## config.mk

```make
export PLATFORM = sky130hd
export DESIGN_NAME = uart_apb_top
export DESIGN_NICKNAME = d
export VERILOG_FILES = /design/src/rtl/uart_reg_pkg.sv /design/src/rtl/uart_frame_pkg.sv /design/src/rtl/uart_apb_regs.sv /design/src/rtl/uart_baud_gen.sv /design/src/rtl/uart_sync_fifo.sv /design/src/rtl/uart_tx_shift.sv /design/src/rtl/uart_rx_shift.sv /design/src/rtl/uart_apb_top.sv
export SDC_FILE = /design/constraint.sdc
export NUM_CORES = 1
export LEC_CHECK = 0
export ABC_CLOCK_PERIOD_IN_PS = 4960
export BUFFER_PORTS_ARGS = -buffer_cell sky130_fd_sc_hd__buf_2
export CORE_MARGIN = 2
export CORE_UTILIZATION = 64
export CTS_BUF_LIST = sky130_fd_sc_hd__clkbuf_4
export DETAILED_ROUTE_END_ITERATION = 16
export PLACE_DENSITY = 0.82
export SYNTH_ARGS = -nofsm -noshare
export SYNTH_HDL_FRONTEND = slang
export SYNTH_HIERARCHICAL = 1
export SYNTH_SLANG_ARGS = --single-unit
```

## constraint.sdc

```tcl
create_clock -name uart_clk -period 4.96 [get_ports uart_clk]
set_input_delay 0.744 -clock uart_clk [delete_from_list [all_inputs] [get_ports uart_clk]]
set_output_delay 0.744 -clock uart_clk [all_outputs]
set_load 0.03 [all_outputs]
```

## src/rtl/uart_reg_pkg.sv

```systemverilog
package uart_reg_pkg;

    localparam logic [31:0] base_addr = 32'h1000_0000;

    // register offsets from base_addr
    localparam logic [31:0] ctrl_ofs         = 32'h00;
    localparam logic [31:0] clk_div_ofs      = 32'h04;
    localparam logic [31:0] tx_fifo_ctrl_ofs = 32'h20;
    localparam logic [31:0] rx_fifo_ctrl_ofs = 32'h24;
    localparam logic [31:0] tx_status_ofs    = 32'h40;
    localparam logic [31:0] rx_status_ofs    = 32'h44;
    localparam logic [31:0] tx_data_ofs      = 32'h80;
    localparam logic [31:0] rx_data_ofs      = 32'h84;

    localparam int tx_en_bit = 0;
    localparam int rx_en_bit = 1;

    localparam int frac_lsb = 0;   // clk_div fields
    localparam int frac_w   = 4;
    localparam int int_lsb  = 16;
    localparam int int_w    = 16;

    localparam int wm_lsb   = 0;   // fifo control fields
    localparam int flow_lsb = 8;
    localparam int run_bit  = 31;  // low holds the fifo empty

    localparam int fill_lsb  = 0;  // status word fields
    localparam int empty_bit = 8;
    localparam int full_bit  = 9;
    localparam int wm_bit    = 10;
    localparam int udf_bit   = 11;
    localparam int ovf_bit   = 12;
    localparam int shift_bit = 16; // tx idle or rx byte ready
    localparam int brk_bit   = 20;

    localparam int fifo_depth = 16;
    localparam int fifo_aw    = 5;  // fill count holds 0..16

    localparam logic [31:0] ctrl_rst         = 32'h0;
    localparam logic [31:0] clk_div_rst      = (32'd208 << int_lsb) | (32'd5 << frac_lsb);
    localparam logic [31:0] tx_fifo_ctrl_rst = (32'd1 << run_bit) | (32'd8 << wm_lsb);
    localparam logic [31:0] rx_fifo_ctrl_rst = (32'd1 << run_bit) | (32'd14 << flow_lsb) |
                                               (32'd8 << wm_lsb);

    typedef struct packed {
        logic [31:0] paddr;
        logic        psel;
        logic        penable;
        logic        pwrite;
        logic [31:0] pwdata;
    } apb_req_t;

    typedef struct packed {
        logic              tx_en;
        logic              rx_en;
        logic [int_w-1:0]  int_div;
        logic [frac_w-1:0] frac_div;
        logic              tx_fifo_run;
        logic              rx_fifo_run;
    } uart_cfg_t;

endpackage

```

## src/rtl/uart_frame_pkg.sv

```systemverilog
package uart_frame_pkg;

    localparam int data_bits = 8;  // 8N1, lsb first
    localparam int os_rate   = 16; // ticks per bit
    localparam int os_mid    = 8;  // start bit recheck point

    typedef enum logic [1:0] {
        tx_idle,
        tx_start,
        tx_data,
        tx_stop
    } tx_state_e;

    typedef enum logic [1:0] {
        rx_idle,
        rx_start,
        rx_data,
        rx_stop
    } rx_state_e;

    typedef struct packed {
        logic [uart_reg_pkg::fifo_aw-1:0] fill;
        logic                             empty;
        logic                             full;
        logic                             overflow;  // sticky until run drops
        logic                             underflow; // sticky until run drops
    } fifo_stat_t;

endpackage

```

## src/rtl/uart_apb_regs.sv

```systemverilog
`timescale 1ns/10ps

module uart_apb_regs (
    input  logic                       uart_clk,
    input  logic                       PRESETn,
    input  uart_reg_pkg::apb_req_t     req,
    output logic [31:0]                prdata,
    output uart_reg_pkg::uart_cfg_t    cfg,
    output logic                       tx_push,
    output logic [7:0]                 tx_wdata,
    output logic                       rx_pop,
    input  logic [7:0]                 rx_rdata,
    input  uart_frame_pkg::fifo_stat_t tx_stat,
    input  uart_frame_pkg::fifo_stat_t rx_stat,
    input  logic                       tx_idle,
    input  logic                       rx_ready,
    input  logic                       rx_break,
    output logic                       rts_n
);
    import uart_reg_pkg::*;

    logic [31:0]        ctrl_q;
    logic [31:0]        clk_div_q;
    logic [31:0]        tx_fifo_ctrl_q;
    logic [31:0]        rx_fifo_ctrl_q;
    logic [31:0]        tx_status;
    logic [31:0]        rx_status;
    logic               wr_en;
    logic               rd_en;
    logic               tx_wm;
    logic               rx_wm;

    // common part of both status words
    function automatic logic [31:0] stat_word(uart_frame_pkg::fifo_stat_t s, logic wm);
        logic [31:0] w;
        w = '0;
        w[fill_lsb +: fifo_aw] = s.fill;
        w[empty_bit] = s.empty;
        w[full_bit]  = s.full;
        w[wm_bit]    = wm;
        w[udf_bit]   = s.underflow;
        w[ovf_bit]   = s.overflow;
        return w;
    endfunction

    assign wr_en = req.psel && req.penable && req.pwrite;  // access phase only
    assign rd_en = req.psel && req.penable && !req.pwrite;

    assign tx_push  = wr_en && (req.paddr == base_addr + tx_data_ofs);
    assign tx_wdata = req.pwdata[7:0];
    assign rx_pop   = rd_en && (req.paddr == base_addr + rx_data_ofs);

    always_ff @(posedge uart_clk or negedge PRESETn) begin
        if (!PRESETn) begin
            ctrl_q         <= ctrl_rst;
            clk_div_q      <= clk_div_rst;
            tx_fifo_ctrl_q <= tx_fifo_ctrl_rst;
            rx_fifo_ctrl_q <= rx_fifo_ctrl_rst;
        end else if (wr_en) begin
            case (req.paddr)
                base_addr + ctrl_ofs:         ctrl_q         <= req.pwdata;
                base_addr + clk_div_ofs:      clk_div_q      <= req.pwdata;
                base_addr + tx_fifo_ctrl_ofs: tx_fifo_ctrl_q <= req.pwdata;
                base_addr + rx_fifo_ctrl_ofs: rx_fifo_ctrl_q <= req.pwdata;
                default: ;  // tx_data goes to the fifo
            endcase
        end
    end

    always_comb begin
        cfg.tx_en       = ctrl_q[tx_en_bit];
        cfg.rx_en       = ctrl_q[rx_en_bit];
        cfg.int_div     = clk_div_q[int_lsb +: int_w];
        cfg.frac_div    = clk_div_q[frac_lsb +: frac_w];
        cfg.tx_fifo_run = tx_fifo_ctrl_q[run_bit];
        cfg.rx_fifo_run = rx_fifo_ctrl_q[run_bit];
    end

    assign tx_wm = tx_stat.fill >= tx_fifo_ctrl_q[wm_lsb +: fifo_aw];
    assign rx_wm = rx_stat.fill >= rx_fifo_ctrl_q[wm_lsb +: fifo_aw];
    assign rts_n = rx_stat.fill >= rx_fifo_ctrl_q[flow_lsb +: fifo_aw];  // ask peer to pause

    always_comb begin
        tx_status = stat_word(tx_stat, tx_wm);
        tx_status[shift_bit] = tx_idle;
        rx_status = stat_word(rx_stat, rx_wm);
        rx_status[shift_bit] = rx_ready;
        rx_status[brk_bit]   = rx_break;
    end

    always_comb begin
        prdata = '0;
        if (rd_en) begin
            case (req.paddr)
                base_addr + ctrl_ofs:         prdata = ctrl_q;
                base_addr + clk_div_ofs:      prdata = clk_div_q;
                base_addr + tx_fifo_ctrl_ofs: prdata = tx_fifo_ctrl_q;
                base_addr + rx_fifo_ctrl_ofs: prdata = rx_fifo_ctrl_q;
                base_addr + tx_status_ofs:    prdata = tx_status;
                base_addr + rx_status_ofs:    prdata = rx_status;
                base_addr + rx_data_ofs:      prdata = {24'h0, rx_rdata};  // fifo head, popped
                default:                      prdata = '0;
            endcase
        end
    end

    // the two fifos are never touched by the bus in one cycle
    a_push_pop_excl: assert property (@(posedge uart_clk) disable iff (!PRESETn)
        !(tx_push && rx_pop));

endmodule

```

## src/rtl/uart_baud_gen.sv

```systemverilog
`timescale 1ns/10ps

module uart_baud_gen (
    input  logic        uart_clk,
    input  logic        PRESETn,
    input  logic [15:0] int_div,
    input  logic [3:0]  frac_div,
    output logic        os_tick
);

    logic [15:0] cnt;
    logic [3:0]  acc;      // fractional accumulator
    logic [4:0]  acc_sum;

    assign acc_sum = {1'b0, acc} + {1'b0, frac_div};

    // interval is int_div cycles, plus one whenever the accumulator carries
    always_ff @(posedge uart_clk or negedge PRESETn) begin
        if (!PRESETn) begin
            cnt     <= '0;
            acc     <= '0;
            os_tick <= 1'b0;
        end else if (int_div < 16'd2) begin
            cnt     <= '0;  // divider stopped
            acc     <= '0;
            os_tick <= 1'b0;
        end else if (cnt == 16'd0) begin
            os_tick <= 1'b1;
            acc     <= acc_sum[3:0];
            cnt     <= int_div - 16'd1 + {15'd0, acc_sum[4]};
        end else begin
            os_tick <= 1'b0;
            cnt     <= cnt - 16'd1;
        end
    end

    a_tick_single: assert property (@(posedge uart_clk) disable iff (!PRESETn)
        os_tick |=> !os_tick);

endmodule

```

## src/rtl/uart_sync_fifo.sv

```systemverilog
`timescale 1ns/10ps

module uart_sync_fifo #(
    parameter int width = 8
) (
    input  logic                       uart_clk,
    input  logic                       PRESETn,
    input  logic                       run,
    input  logic                       push,
    input  logic [width-1:0]           wdata,
    input  logic                       pop,
    output logic [width-1:0]           rdata,
    output uart_frame_pkg::fifo_stat_t stat
);
    import uart_reg_pkg::*;

    logic [width-1:0]   mem [fifo_depth];
    logic [fifo_aw-2:0] wr_ptr;
    logic [fifo_aw-2:0] rd_ptr;
    logic [fifo_aw-1:0] fill;
    logic               ovf_q;
    logic               udf_q;
    logic               empty;
    logic               full;
    logic               do_push;
    logic               do_pop;

    assign empty   = (fill == '0);
    assign full    = (fill == fifo_aw'(fifo_depth));
    assign do_pop  = run && pop && !empty;
    assign do_push = run && push && (!full || do_pop);  // full push ok with a pop

    always_ff @(posedge uart_clk or negedge PRESETn) begin
        if (!PRESETn) begin
            wr_ptr <= '0;
            rd_ptr <= '0;
            fill   <= '0;
            ovf_q  <= 1'b0;
            udf_q  <= 1'b0;
        end else if (!run) begin
            wr_ptr <= '0;  // soft reset
            rd_ptr <= '0;
            fill   <= '0;
            ovf_q  <= 1'b0;
            udf_q  <= 1'b0;
        end else begin
            if (do_push) wr_ptr <= wr_ptr + 1'b1;
            if (do_pop) rd_ptr <= rd_ptr + 1'b1;
            fill  <= fill + fifo_aw'(do_push) - fifo_aw'(do_pop);
            ovf_q <= ovf_q | (push && !do_push);  // byte dropped
            udf_q <= udf_q | (pop && empty);
        end
    end

    always_ff @(posedge uart_clk) begin
        if (do_push) mem[wr_ptr] <= wdata;
    end

    assign rdata = empty ? '0 : mem[rd_ptr];  // fall-through head

    always_comb begin
        stat.fill      = fill;
        stat.empty     = empty;
        stat.full      = full;
        stat.overflow  = ovf_q;
        stat.underflow = udf_q;
    end

    a_fill_bound: assert property (@(posedge uart_clk) disable iff (!PRESETn)
        fill <= fifo_aw'(fifo_depth));

endmodule

```

## src/rtl/uart_tx_shift.sv

```systemverilog
`timescale 1ns/10ps

module uart_tx_shift (
    input  logic       uart_clk,
    input  logic       PRESETn,
    input  logic       os_tick,
    input  logic       tx_en,
    input  logic       fifo_empty,
    input  logic [7:0] fifo_data,
    output logic       pop,
    output logic       tx,
    output logic       idle
);
    import uart_frame_pkg::*;

    tx_state_e            state;
    logic [3:0]           tick_cnt;
    logic [2:0]           bit_idx;
    logic [data_bits-1:0] shreg;
    logic                 bit_end;

    assign idle    = (state == tx_idle);
    assign pop     = idle && tx_en && !fifo_empty;
    assign bit_end = os_tick && (tick_cnt == 4'(os_rate - 1));

    always_ff @(posedge uart_clk) begin
        if (pop) shreg <= fifo_data;  // head loads as it is popped
    end

    always_ff @(posedge uart_clk or negedge PRESETn) begin
        if (!PRESETn) begin
            state    <= tx_idle;
            tick_cnt <= '0;
            bit_idx  <= '0;
            tx       <= 1'b1;
        end else begin
            if (pop) tick_cnt <= '0;
            else if (os_tick && !idle) tick_cnt <= tick_cnt + 1'b1;  // wraps per bit
            case (state)
                tx_idle: if (pop) begin
                    state <= tx_start;
                    tx    <= 1'b0;
                end
                tx_start: if (bit_end) begin
                    state   <= tx_data;
                    bit_idx <= '0;
                    tx      <= shreg[0];
                end
                tx_data: if (bit_end) begin
                    if (bit_idx == 3'(data_bits - 1)) begin
                        state <= tx_stop;
                        tx    <= 1'b1;
                    end else begin
                        bit_idx <= bit_idx + 1'b1;
                        tx      <= shreg[bit_idx + 1'b1];
                    end
                end
                tx_stop: if (bit_end) state <= tx_idle;
                default: state <= tx_idle;
            endcase
        end
    end

endmodule

```

## src/rtl/uart_rx_shift.sv

```systemverilog
`timescale 1ns/10ps

module uart_rx_shift (
    input  logic       uart_clk,
    input  logic       PRESETn,
    input  logic       os_tick,
    input  logic       rx_en,
    input  logic       rx,
    output logic       push,
    output logic [7:0] rx_data,
    output logic       ready,
    output logic       brk
);
    import uart_frame_pkg::*;

    rx_state_e            state;
    logic [1:0]           sync_q;   // two flop synchronizer
    logic                 rx_s;
    logic [3:0]           tick_cnt;
    logic [2:0]           bit_idx;
    logic [data_bits-1:0] shreg;
    logic                 mid_start;
    logic                 bit_end;

    assign rx_s      = sync_q[1];
    assign mid_start = os_tick && (tick_cnt == 4'(os_mid - 1));
    assign bit_end   = os_tick && (tick_cnt == 4'(os_rate - 1));  // middle of next bit
    assign rx_data   = shreg;

    always_ff @(posedge uart_clk) begin
        if (state == uart_frame_pkg::rx_data && bit_end) shreg[bit_idx] <= rx_s;
    end

    always_ff @(posedge uart_clk or negedge PRESETn) begin
        if (!PRESETn) begin
            sync_q   <= 2'b11;  // line idles high
            state    <= rx_idle;
            tick_cnt <= '0;
            bit_idx  <= '0;
            push     <= 1'b0;
            ready    <= 1'b0;
            brk      <= 1'b0;
        end else begin
            sync_q <= {sync_q[0], rx};
            push   <= 1'b0;
            if (state == rx_idle) tick_cnt <= '0;
            else if (os_tick) tick_cnt <= tick_cnt + 1'b1;
            case (state)
                rx_idle: if (rx_en && !rx_s) begin
                    state <= rx_start;
                    ready <= 1'b0;
                end
                rx_start: if (mid_start) begin
                    tick_cnt <= '0;
                    bit_idx  <= '0;
                    state    <= rx_s ? rx_idle : uart_frame_pkg::rx_data;  // false start
                end
                uart_frame_pkg::rx_data: if (bit_end) begin
                    if (bit_idx == 3'(data_bits - 1)) state <= rx_stop;
                    else bit_idx <= bit_idx + 1'b1;
                end
                rx_stop: if (bit_end) begin
                    state <= rx_idle;
                    if (rx_s) begin
                        push  <= 1'b1;
                        ready <= 1'b1;
                        brk   <= 1'b0;
                    end else if (shreg == '0) begin
                        brk <= 1'b1;  // line held low for a whole frame
                    end
                end
                default: state <= rx_idle;
            endcase
            if (!rx_en) state <= rx_idle;  // abort on disable
        end
    end

endmodule

```

## src/rtl/uart_apb_top.sv

```systemverilog
`timescale 1ns/10ps

module uart_apb_top (
    input  logic        uart_clk,
    input  logic        PRESETn,
    input  logic [31:0] paddr,
    input  logic        psel,
    input  logic        penable,
    input  logic        pwrite,
    input  logic [31:0] pwdata,
    output logic [31:0] prdata,
    input  logic        rx,
    output logic        tx,
    output logic        rts_n
);
    import uart_reg_pkg::*;
    import uart_frame_pkg::*;

    apb_req_t             req;
    uart_cfg_t            cfg;
    fifo_stat_t           tx_stat;
    fifo_stat_t           rx_stat;
    logic                 os_tick;
    logic                 tx_push;
    logic                 tx_pop;
    logic                 rx_push;
    logic                 rx_pop;
    logic [7:0]           tx_wdata;
    logic [7:0]           tx_head;
    logic [7:0]           rx_byte;
    logic [7:0]           rx_head;
    logic                 tx_shift_idle;
    logic                 rx_ready;
    logic                 rx_break;

    assign req = '{paddr: paddr, psel: psel, penable: penable, pwrite: pwrite, pwdata: pwdata};

    uart_apb_regs uart_apb_regs_i (
        .uart_clk, .PRESETn, .req, .prdata, .cfg,
        .tx_push, .tx_wdata, .rx_pop, .rx_rdata(rx_head),
        .tx_stat, .rx_stat, .tx_idle(tx_shift_idle), .rx_ready, .rx_break, .rts_n
    );

    uart_baud_gen uart_baud_gen_i (
        .uart_clk, .PRESETn, .int_div(cfg.int_div), .frac_div(cfg.frac_div), .os_tick
    );

    uart_sync_fifo #(.width(data_bits)) tx_fifo_i (
        .uart_clk, .PRESETn, .run(cfg.tx_fifo_run), .push(tx_push), .wdata(tx_wdata),
        .pop(tx_pop), .rdata(tx_head), .stat(tx_stat)
    );

    uart_sync_fifo #(.width(data_bits)) rx_fifo_i (
        .uart_clk, .PRESETn, .run(cfg.rx_fifo_run), .push(rx_push), .wdata(rx_byte),
        .pop(rx_pop), .rdata(rx_head), .stat(rx_stat)
    );

    uart_tx_shift uart_tx_shift_i (
        .uart_clk, .PRESETn, .os_tick, .tx_en(cfg.tx_en), .fifo_empty(tx_stat.empty),
        .fifo_data(tx_head), .pop(tx_pop), .tx, .idle(tx_shift_idle)
    );

    uart_rx_shift uart_rx_shift_i (
        .uart_clk, .PRESETn, .os_tick, .rx_en(cfg.rx_en), .rx, .push(rx_push),
        .rx_data(rx_byte), .ready(rx_ready), .brk(rx_break)
    );

endmodule

```

==> impl_metrics.toml, run 1 <==
[status]
status = "complete, no violations"

[place]
post_dp_cell_area_sq_um = 22700
routabilityCongestion = 0.849
dp_hpwl_um = 31400
io_buffers = 103

[global_routing]
met2_usage_pct = 44.0
grt_pass1_vias = 13837
grt.busiest_layer = "met2"
met1_usage_pct = 35.9
grt_max_degree = 112
grt.overflow.total = 0
grt_pass1_wl_um = 74900
grt_use_total_pct = 27.2
grt_antenna_before_repair = 6
use_met3_pct = 6.01

[power_and_ir_drop]
ir_drop_v = 0.000328
p_leak_nw = 9.61
power.density_nw_per_um2 = 309

[synth]
seq_area_frac_synth_pct = 60.0
synth_top_area_share_pct = 36.9
synth_cells = 1499
netlist_top_cells_count = "edfxtp_1 (272), dfrtp_1 (188), mux2_2 (134)"
syn_nets = 1626
ys_ff_latch = 475
yosys.area.top_type = "edfxtp_1"
synth.area.top_cells = "edfxtp_1 (37%), dfrtp_1 (21%), mux2_2 (6.8%)"
synthFlopType = "edfxtp_1"
syn_area_sq_um = 22100
synth_most_common_cell = "edfxtp_1"
synth-edff-count = 272
ys_async_sr_fraction_pct = 42.7
synth_cell_type_count = 86
avgSynthCellArea_sq_um = 14.8
yosys_warnings = 6

[floorplanning]
start_util_pct = 64.5
dieArea_sq_um = 36100
num_io_pins = 104
rows = 68
core_area_sq_um = 34300
die_w_um = 190
fp.dieH_um = 190

[sta]
finalMaxSlewViolations = 0
period_share_pct = 88.4
tightest_slew_ns = 0.901
clock.fmax_mhz = 228
clock_skew_ns = 0.0616
slew_headroom_pct = 39.7
rsz0062_at_grt = "false"
final_hold_viol_count = 0
setup-tns-final_ns = 0
period_minus_slack_ns = 4.39
setup_viol = 0

[setup_path]
path_cells = "buf_4, mux4_1, mux2_2, o21ai_0, a21oi_1, a222oi_1, a31oi_1, buf_2"
crit_path_start_kind = "register"
path_max_fanout = 35
worstPathArrival_ns = 3.64
ff2ff_path_depth = 15
worstPathRequired_ns = 4.22
cp_slowest_cell = "mux4_1"
critPathKind = "register to output pin"
cpPeakStageDelay_ns = 0.70
setup.worst_path.end_class = "output pin"

[clock_network]
clock_sinks = 475
cts_root_buffer = "clkbuf_4"
clkTransAtPathRegs_ns = 0.07
cts_resized = 0
cts_buffers = 116
clockBufferDepth = 3
insertion_delay_ns = 0.84
hold_buffers = 2
cts_setup_buffers = 0
htree_levels = 3
cts_tree = "done"

[worst_hold_path]
worstHoldPathType = "input port to register"
hold_depth = 2

[finish]
final_nets = 1776
area_growth_syn_to_layout_pct = 9.68
num-fill-cells = 2220
drive_above_1_share_pct = 32.9
stdcell_area_sq_um = 24300

[drt]
routed_wl_um = 48200
ant_nets = 0
vias = 13672
drc = 0
drt_iter0_drc = 1166
drtPass1Iterations = 6
wire_per_inst_um = 21.8
routed_via_density = 6.19

[run]
maxCapViolCount = 0
[through the flow]
step	utilization, %	instances	hold WS, ns	setup WS (ns)	total power [W]
after floorplan	-	1499	0.345	0.880	0.00426
after global placement	66.2	1984	0.355	0.833	0.00434
after detailed placement	66.2	1984	0.350	0.683	0.00435
after CTS	70.7	2204	0.117	0.505	0.00759
after global routing	70.7	2210	0.125	0.376	0.00779
final	70.7	2210	0.170	0.575	0.00751
[final timing paths]
kind | startpoint | to | slack (ns)
min reg2reg | uart_rx_shift_i/sync_q[0] | uart_rx_shift_i/sync_q[1] | 0.36
max | rx_fifo_i/rd_ptr[1] | prdata[2] | 0.57
max reg2reg | tx_fifo_i/fill[3] | tx_fifo_i/fill[4] | 0.75
min in group asynchronous | PRESETn | uart_baud_gen_i/cnt[8] | 0.56
min | pwdata[17] | uart_apb_regs_i/tx_fifo_ctrl_q[17] | 0.17
max in group asynchronous | PRESETn | uart_apb_regs_i/clk_div_q[13] | 3.36
[state kept, by name, summed over array words and instances (netlist names), 5 cells and up]
name,count
uart_apb_regs_i/rx_fifo_ctrl_q,32
uart_tx_shift_i/shreg,8
uart_apb_regs_i/tx_fifo_ctrl_q,32
uart_apb_regs_i/ctrl_q,32
rx_fifo_i/fill,5
uart_baud_gen_i/cnt,16
rx_fifo_i/mem,128
tx_fifo_i/mem,128
tx_fifo_i/fill,5
uart_apb_regs_i/clk_div_q,32
uart_rx_shift_i/rx_data,8
[cell families (layout without fill, tap and decap cells)]
kind of cell             after synthesis  count (layout)  synth area share, %
buffers and inverters                167             417                 4.89
AND/OR/NAND/NOR                      283             283                 7.26
XOR/XNOR                              42              42                 1.66
flip-flops                           475             475                 60.0
AO/OA/AOI/OAI                        238             238                 7.33
other                                  0               6                    0
multiplexers                         237             237                 15.5
adder cells (fa/ha/maj)               57              57                 3.33
[where the power goes]
group          internal, W  switching, W  total [W]  leakage [nW]
logic            0.0000261     0.0000753   0.000101          3.48
registers          0.00416    0.00000154    0.00417          5.21
clock network      0.00171       0.00153    0.00324         0.925
total              0.00590       0.00161    0.00751          9.61
[cell type report]
| type | count | area, sq um | share of cell area [%] |
|---|---|---|---|
| diodes | 6 | 15.0 | 0.0619 |
| clock buffers | 180 | 1350 | 5.57 |
| clock inverters | 38 | 184 | 0.758 |
| inverters | 48 | 180 | 0.743 |
| multi-input cells | 857 | 7790 | 32.1 |
| flip-flops and latches | 475 | 13300 | 54.7 |
| well taps | 455 | 569 | 2.35 |
| repair buffers | 151 | 902 | 3.72 |
[cell usage in the layout (no fill, tap or decap), types with 6 or more instances in the layout]
| cell type | synthesis | final |
|---|---|---|
| a211oi_1 | 8 | 8 |
| dfrtp_1 | 188 | 188 |
| a21o_1 | 7 | 7 |
| clkinv_2 | 0 | 9 |
| nand3_1 | 16 | 16 |
| clkbuf_4 | 2 | 180 |
| nor2_1 | 64 | 64 |
| a21oi_1 | 62 | 62 |
| and2_1 | 21 | 21 |
| nor4_1 | 17 | 17 |
| a31oi_1 | 13 | 13 |
| a22oi_1 | 66 | 66 |
| xnor2_1 | 26 | 26 |
| mux2_1 | 12 | 12 |
| clkinv_1 | 0 | 25 |
| xor2_1 | 16 | 16 |
| nand2b_1 | 12 | 12 |
| nor3_1 | 29 | 27 |
| nor2b_1 | 10 | 10 |
| a222oi_1 | 9 | 9 |
| diode_2 | 0 | 6 |
| inv_1 | 48 | 48 |
| o21ai_0 | 26 | 26 |
| buf_2 | 24 | 102 |
| buf_4 | 50 | 45 |
| mux4_2 | 48 | 48 |
| mux2i_1 | 25 | 25 |
| mux2_2 | 134 | 134 |
| mux4_1 | 17 | 17 |
| and3_1 | 6 | 6 |
| edfxtp_1 | 272 | 272 |
| ha_1 | 54 | 54 |
| dfstp_2 | 15 | 15 |
| nand2_1 | 54 | 54 |
| o21ai_1 | 8 | 8 |
[critical path: cells and delay by family, from the launching register on]
kind / cells / cell delay (ns)
buffers and inverters: 2 / 0.70
muxes: 2 / 0.98
AOI/OAI and AO/OA: 4 / 0.78
DFF: 1 / 0.33
[layer usage]
layer,vias to the layer above,part of all wire (%)
li1,6095,-
met1,6890,40
met2,577,49
met3,108,7.1
met4,2,3.3
met5,-,0.027
Power figures use the tool's default switching activity.
==> inputs of run 2 (changes only) <==
--- a/config.mk
+++ b/config.mk
@@ -5,13 +5,15 @@
 export SDC_FILE = /design/constraint.sdc
 export NUM_CORES = 1
 export LEC_CHECK = 0
+export ABC_AREA = 1
 export ABC_CLOCK_PERIOD_IN_PS = 4960
 export BUFFER_PORTS_ARGS = -buffer_cell sky130_fd_sc_hd__buf_2
+export CORE_ASPECT_RATIO = 1.2
 export CORE_MARGIN = 2
 export CORE_UTILIZATION = 64
 export CTS_BUF_LIST = sky130_fd_sc_hd__clkbuf_4
 export DETAILED_ROUTE_END_ITERATION = 16
-export PLACE_DENSITY = 0.82
+export PLACE_DENSITY = 0.81
 export SYNTH_ARGS = -nofsm -noshare
 export SYNTH_HDL_FRONTEND = slang
 export SYNTH_HIERARCHICAL = 1
==> impl_metrics.toml, run 2 <==
[status]
status = "complete, no violations"

[sta]
worst_slack_ns = 0.718
setup_viol = 0
clock_skew_ns = 0.0660
finalMaxSlewViolations = 0
period_minus_slack_ns = 4.24
clock.fmax_mhz = 236
tightest_slew_ns = 1.11
rsz0062_at_grt = "false"
period_share_pct = 85.5
slew_headroom_pct = 25.6
final_hold_viol_count = 0
setup-tns-final_ns = 0

[synth]
netlist_top_cells_count = "nand2_1 (902), edfxtp_1 (272), nor2_1 (231)"
syn_area_sq_um = 23300
synth_cells = 2606
ys_ff_latch = 475
syn_nets = 2733
synth-edff-count = 272
synth_top_area_share_pct = 35.1
ys_async_sr_fraction_pct = 42.7
yosys.area.top_type = "edfxtp_1"
synth.area.top_cells = "edfxtp_1 (35%), dfrtp_1 (20%), nand2_1 (15%)"
synth_most_common_cell = "nand2_1"
yosys_warnings = 6
seq_area_frac_synth_pct = 56.9
synthFlopType = "edfxtp_1"
synth_cell_type_count = 48
avgSynthCellArea_sq_um = 8.94

[floorplanning]
rows = 76
die_w_um = 178
core_area_sq_um = 35900
start_util_pct = 64.8
num_io_pins = 104
fp.dieH_um = 213
dieArea_sq_um = 38000

[clock_network]
cts_resized = 0
clockBufferDepth = 3
clkTransAtPathRegs_ns = 0.07
cts_tree = "done"
cts_root_buffer = "clkbuf_4"
cts_buffers = 110
insertion_delay_ns = 0.83
clock_sinks = 475
hold_buffers = 1
htree_levels = 3
cts_setup_buffers = 0

[setup_path]
critPathKind = "register to output pin"
path_max_fanout = 67
cpPeakStageDelay_ns = 0.68
worstPathArrival_ns = 3.50
path_common_cell = "nand2_1"
setup.worst_path.end_class = "output pin"
path_cells = "inv_2, buf_12, nand2_1, nand2_1, nand2_1, nand2_1, nor2_1, nand2_1, nand2_1, nor2_1, nand3_1, nand2_1, inv_1, nand2_1, nor2_1, nor2_1, buf_2"
crit_path_start_kind = "register"
cp_slowest_cell = "dfrtp_2"
r2r_setup_slack_ns = 1.47
ff2ff_path_depth = 19
worstPathRequired_ns = 4.22

[power_and_ir_drop]
p_leak_nw = 11.5
totalPowerFinal_w = 0.00744
power.density_nw_per_um2 = 295
ir_drop_v = 0.000294

[finish]
top_regs = "rx_fifo_i/mem (128), tx_fifo_i/mem (128)"
stdcell_area_sq_um = 25200
layout.cells.most_common = "nand2_1"
num-fill-cells = 2730
drive_above_1_share_pct = 14.5
area_growth_syn_to_layout_pct = 8.07
final_cell_mix = "nand2_1 (902), edfxtp_1 (272), nor2_1 (231)"
final_nets = 2834

[place]
dp_hpwl_um = 36900
routabilityCongestion = 0.930
post_dp_cell_area_sq_um = 23700
dp_slack_ns = 1.13
io_buffers = 103

[worst_hold_path]
hold_depth = 1
worstHoldPathType = "input port to register"

[global_routing]
grt_antenna_before_repair = 1
grt_max_degree = 116
grt.overflow.total = 0
grt_use_total_pct = 29.8
grt_pass1_wl_um = 87700
grt_pass1_vias = 17876

[run]
maxCapViolCount = 0

[drt]
drc = 0
ant_nets = 0
vias = 18181
drt_iter0_drc = 1712
drtPass1Iterations = 6
routed_via_density = 5.55
wire_per_inst_um = 16.9
routed_wl_um = 55400
## run 2: changes by cell type in the layout (fill, tap and decap cells not counted), moves of 48 or more
| cell | change |
|---|---|
| nand2_1 | +848 |
| o21ai_1 | +72 |
| mux4_2 | -48 |
| nor2_1 | +167 |
| a22oi_1 | -66 |
| mux2_2 | -134 |
| o21ai_0 | +57 |
| nand3_1 | +193 |
| inv_1 | +144 |
## run 2: final timing paths
kind,start,to
max reg2reg,tx_fifo_i/fill[2],tx_fifo_i/fill[4]
min in group asynchronous,PRESETn,rx_fifo_i/rd_ptr[3]
min,rx,uart_rx_shift_i/sync_q[0]
max,rx_fifo_i/rd_ptr[0],prdata[3]
min reg2reg,uart_rx_shift_i/sync_q[0],uart_rx_shift_i/sync_q[1]
max in group asynchronous,PRESETn,rx_fifo_i/rd_ptr[0]
## run 2: final cells by class
cell class	count	area (sq um)	share of cell area (%)
Antenna cell	4	10.0	0.0397
Multi-Input combinational cell	1782	8350	33.1
Clock inverter	41	220	0.874
Sequential cell	475	13300	52.7
Timing Repair Buffer	121	687	2.73
Tap cell	468	586	2.33
Clock buffer	166	1250	4.95
Inverter	217	817	3.24
## run 2: worst max-delay path: cells and delay by family (launching register included)
family | cells | cell delay (ns)
DFF | 1 | 0.68
buffers and inverters | 4 | 0.76
and+or+nand+nor | 13 | 1.21
## run 2: per-stage QoR
step                util (%)  hold WS, ns  cells
floorplan                  -        0.345   2606
global placement        65.9        0.354   3062
detailed placement      65.9        0.360   3062
CTS                     70.0       0.0143   3270
global route            70.0       0.0364   3271
finish                  70.1       0.0601   3274
## run 2: routing by layer
metal  wire [um]  global-route usage (%)  vias up  part of all wire [%]
met2       27600                    50.6      756                    50
li1            -                       -     8717                     -
met4        2390                    15.2        0                   4.3
met3        3840                    5.79      177                   6.9
met1       21600                    36.3     8531                    39
met5           0                       0        -                     0
## run 2: cells by family (layout without fill, tap and decap cells)
logic type                 after synthesis  after routing  share of synthesized area [%]
AOI/OAI and AO/OA                      259            259                           5.83
and+or+nand+nor                       1441           1441                           25.9
muxes                                    1              1                         0.0430
buffers and inverters                  349            545                           7.26
xor gates and xnor gates                24             24                          0.902
other                                    0              4                              0
DFF                                    475            475                           56.9
adders and majority gates               57             57                           3.16
## run 2: report_power, final
group | internal, W | total (W) | switching, W
Sequential | 0.00416 | 0.00417 | 0.00000159
Combinational | 0.0000290 | 0.000120 | 0.0000915
Clock | 0.00164 | 0.00316 | 0.00152
==> inputs of run 3 (changes only) <==
--- a/config.mk
+++ b/config.mk
@@ -8,9 +8,11 @@
 export ABC_AREA = 1
 export ABC_CLOCK_PERIOD_IN_PS = 4960
 export BUFFER_PORTS_ARGS = -buffer_cell sky130_fd_sc_hd__buf_2
+export CAP_MARGIN = 20
+export CELL_PAD_IN_SITES_DETAIL_PLACEMENT = 2
+export CELL_PAD_IN_SITES_GLOBAL_PLACEMENT = 2
 export CORE_ASPECT_RATIO = 1.2
-export CORE_MARGIN = 2
-export CORE_UTILIZATION = 64
+export CORE_UTILIZATION = 40
 export CTS_BUF_LIST = sky130_fd_sc_hd__clkbuf_4
 export DETAILED_ROUTE_END_ITERATION = 16
 export PLACE_DENSITY = 0.81
==> impl_metrics.toml, run 3 (synthesis results as in run 2) <==
[floorplanning]
rows = 96
core_area_sq_um = 57400
die_w_um = 222
fp.dieH_um = 266
num_io_pins = 104
dieArea_sq_um = 59200
start_util_pct = 40.6

[power_and_ir_drop]
p_leak_nw = 11.8
ir_drop_v = 0.000212
power.density_nw_per_um2 = 311
totalPowerFinal_w = 0.00810

[finish]
layout.cells.most_common = "nand2_1"
final_cell_mix = "nand2_1 (902), edfxtp_1 (272), nor2_1 (231)"
num-fill-cells = 6277
multi_input_area_sq_um = 8350
fin_cells = 3596
seq_area_sq_um = 13300
drive_above_1_share_pct = 15.8
area_growth_syn_to_layout_pct = 11.8
top_regs = "rx_fifo_i/mem (128), tx_fifo_i/mem (128)"
final_nets = 2881

[status]
status = "complete, no violations"

[drt]
ant_nets = 0
wire_per_inst_um = 22.2
drt_iter0_drc = 915
routed_via_density = 5.35
vias = 19245
drtPass1Iterations = 5
drc = 0
routed_wl_um = 79700

[clock_network]
cts_root_buffer = "clkbuf_4"
clkTransAtPathRegs_ns = 0.07
insertion_delay_ns = 1.01
cts_buffers = 130
clockBufferDepth = 3
clock_sinks = 475
htree_levels = 4
cts_tree = "done"
cts_resized = 0
cts_setup_buffers = 0
hold_buffers = 24

[sta]
clock_skew_ns = 0.0734
setup_viol = 0
finalMaxSlewViolations = 0
tightest_slew_ns = 0.983
final_hold_viol_count = 0
rsz0062_at_grt = "false"
slew_headroom_pct = 34.5
period_minus_slack_ns = 4.56
clock.fmax_mhz = 219
period_share_pct = 92.0
setup-tns-final_ns = 0

[global_routing]
met1_usage_pct = 31.2
grt_use_total_pct = 27.6
met2_usage_pct = 50.8
grt.overflow.total = 0
use_met3_pct = 4.90
grt_pass1_vias = 22161
grt_antenna_before_repair = 4
grt_pass1_wl_um = 126000
grt.busiest_layer = "met2"
grt_max_degree = 117

[place]
io_buffers = 103
dp_hpwl_um = 52700
dpl.cell_count = 3332
routabilityCongestion = 0.844

[setup_path]
setup.worst_path.end_class = "output pin"
crit_path_start_kind = "register"
critPathKind = "register to output pin"
path_max_fanout = 65
worstPathArrival_ns = 3.82
worstPathRequired_ns = 4.22

[run]
maxCapViolCount = 0

[worst_hold_path]
worstHoldPathType = "input port to register"
[run 3: changes by cell type in the layout (fill, tap and decap cells not counted), sizes merged]
cell / before / now
clkbuf: 167 / 201
dlygate4sd3: 1 / 24
clkinv: 45 / 30
buf: 119 / 124
clkinvlp: 0 / 3
inv: 211 / 214
bufinv: 2 / 3
diode: 4 / 5
[run 3: final timing paths]
path                       depth (start not counted)                                  to  slack (ns)                 startpoint
max reg2reg                                       19                   tx_fifo_i/fill[4]        1.22          tx_fifo_i/fill[3]
max                                               14                           prdata[0]        0.40        rx_fifo_i/rd_ptr[0]
min in group asynchronous                          2  uart_apb_regs_i/tx_fifo_ctrl_q[12]        0.43                    PRESETn
min                                                3  uart_apb_regs_i/tx_fifo_ctrl_q[21]        0.12                 pwdata[21]
max in group asynchronous                          3                 tx_fifo_i/rd_ptr[0]        3.34                    PRESETn
min reg2reg                                        0           uart_rx_shift_i/sync_q[1]        0.39  uart_rx_shift_i/sync_q[0]
[run 3: where the power goes]
group | internal [W] | switching [W] | leakage (nW)
Sequential | 0.00416 | 0.00000159 | 5.21
Combinational | 0.0000410 | 0.000103 | 5.52
Clock | 0.00201 | 0.00178 | 1.03
Total | 0.00621 | 0.00189 | 11.8
[run 3: final cells by class]
| type | count | share of cell area [%] |
|---|---|---|
| Sequential cell | 475 | 50.9 |
| Multi-Input combinational cell | 1782 | 32.0 |
| Clock buffer | 201 | 5.79 |
| Timing Repair Buffer | 148 | 3.64 |
| Tap cell | 735 | 3.53 |
| Inverter | 217 | 3.14 |
| Clock inverter | 33 | 0.888 |
| Antenna cell | 5 | 0.0480 |
[run 3: metal layers]
metal / wire [um] / vias to the layer above / part of all wire [%]
met5: 8 / - / 0.010
li1: - / 8794 / -
met1: 31900 / 9841 / 40
met4: 2610 / 2 / 3.3
met3: 2690 / 174 / 3.4
met2: 42500 / 434 / 53
[run 3: through the flow]
step	cell area (sq um)	setup slack [ns]	hold WS [ns]	utilization (%)
2_1_floorplan	23300	1.78	0.345	-
3_3_place_gp	24100	1.11	0.380	41.9
3_5_place_dp	24100	0.892	0.377	41.9
4_1_cts	26000	0.285	0.000281	45.3
5_1_grt	26000	0.190	0.0560	45.4
6_report	26100	0.396	0.117	45.4
[run 3: worst max-delay path, stage by stage (launching register included)]
cell and delay [ns]:
dfrtp_2 0.36, buf_4 0.59, nand2_1 0.15, nand3_1 0.17, nand3_1 0.14, nand2_1 0.13
nand2_1 0.09, nor2_1 0.30, nand3_1 0.14, nand2_1 0.10, inv_1 0.04, nand2_1 0.06
nor2_1 0.06, nor2_1 0.20, buf_2 0.25
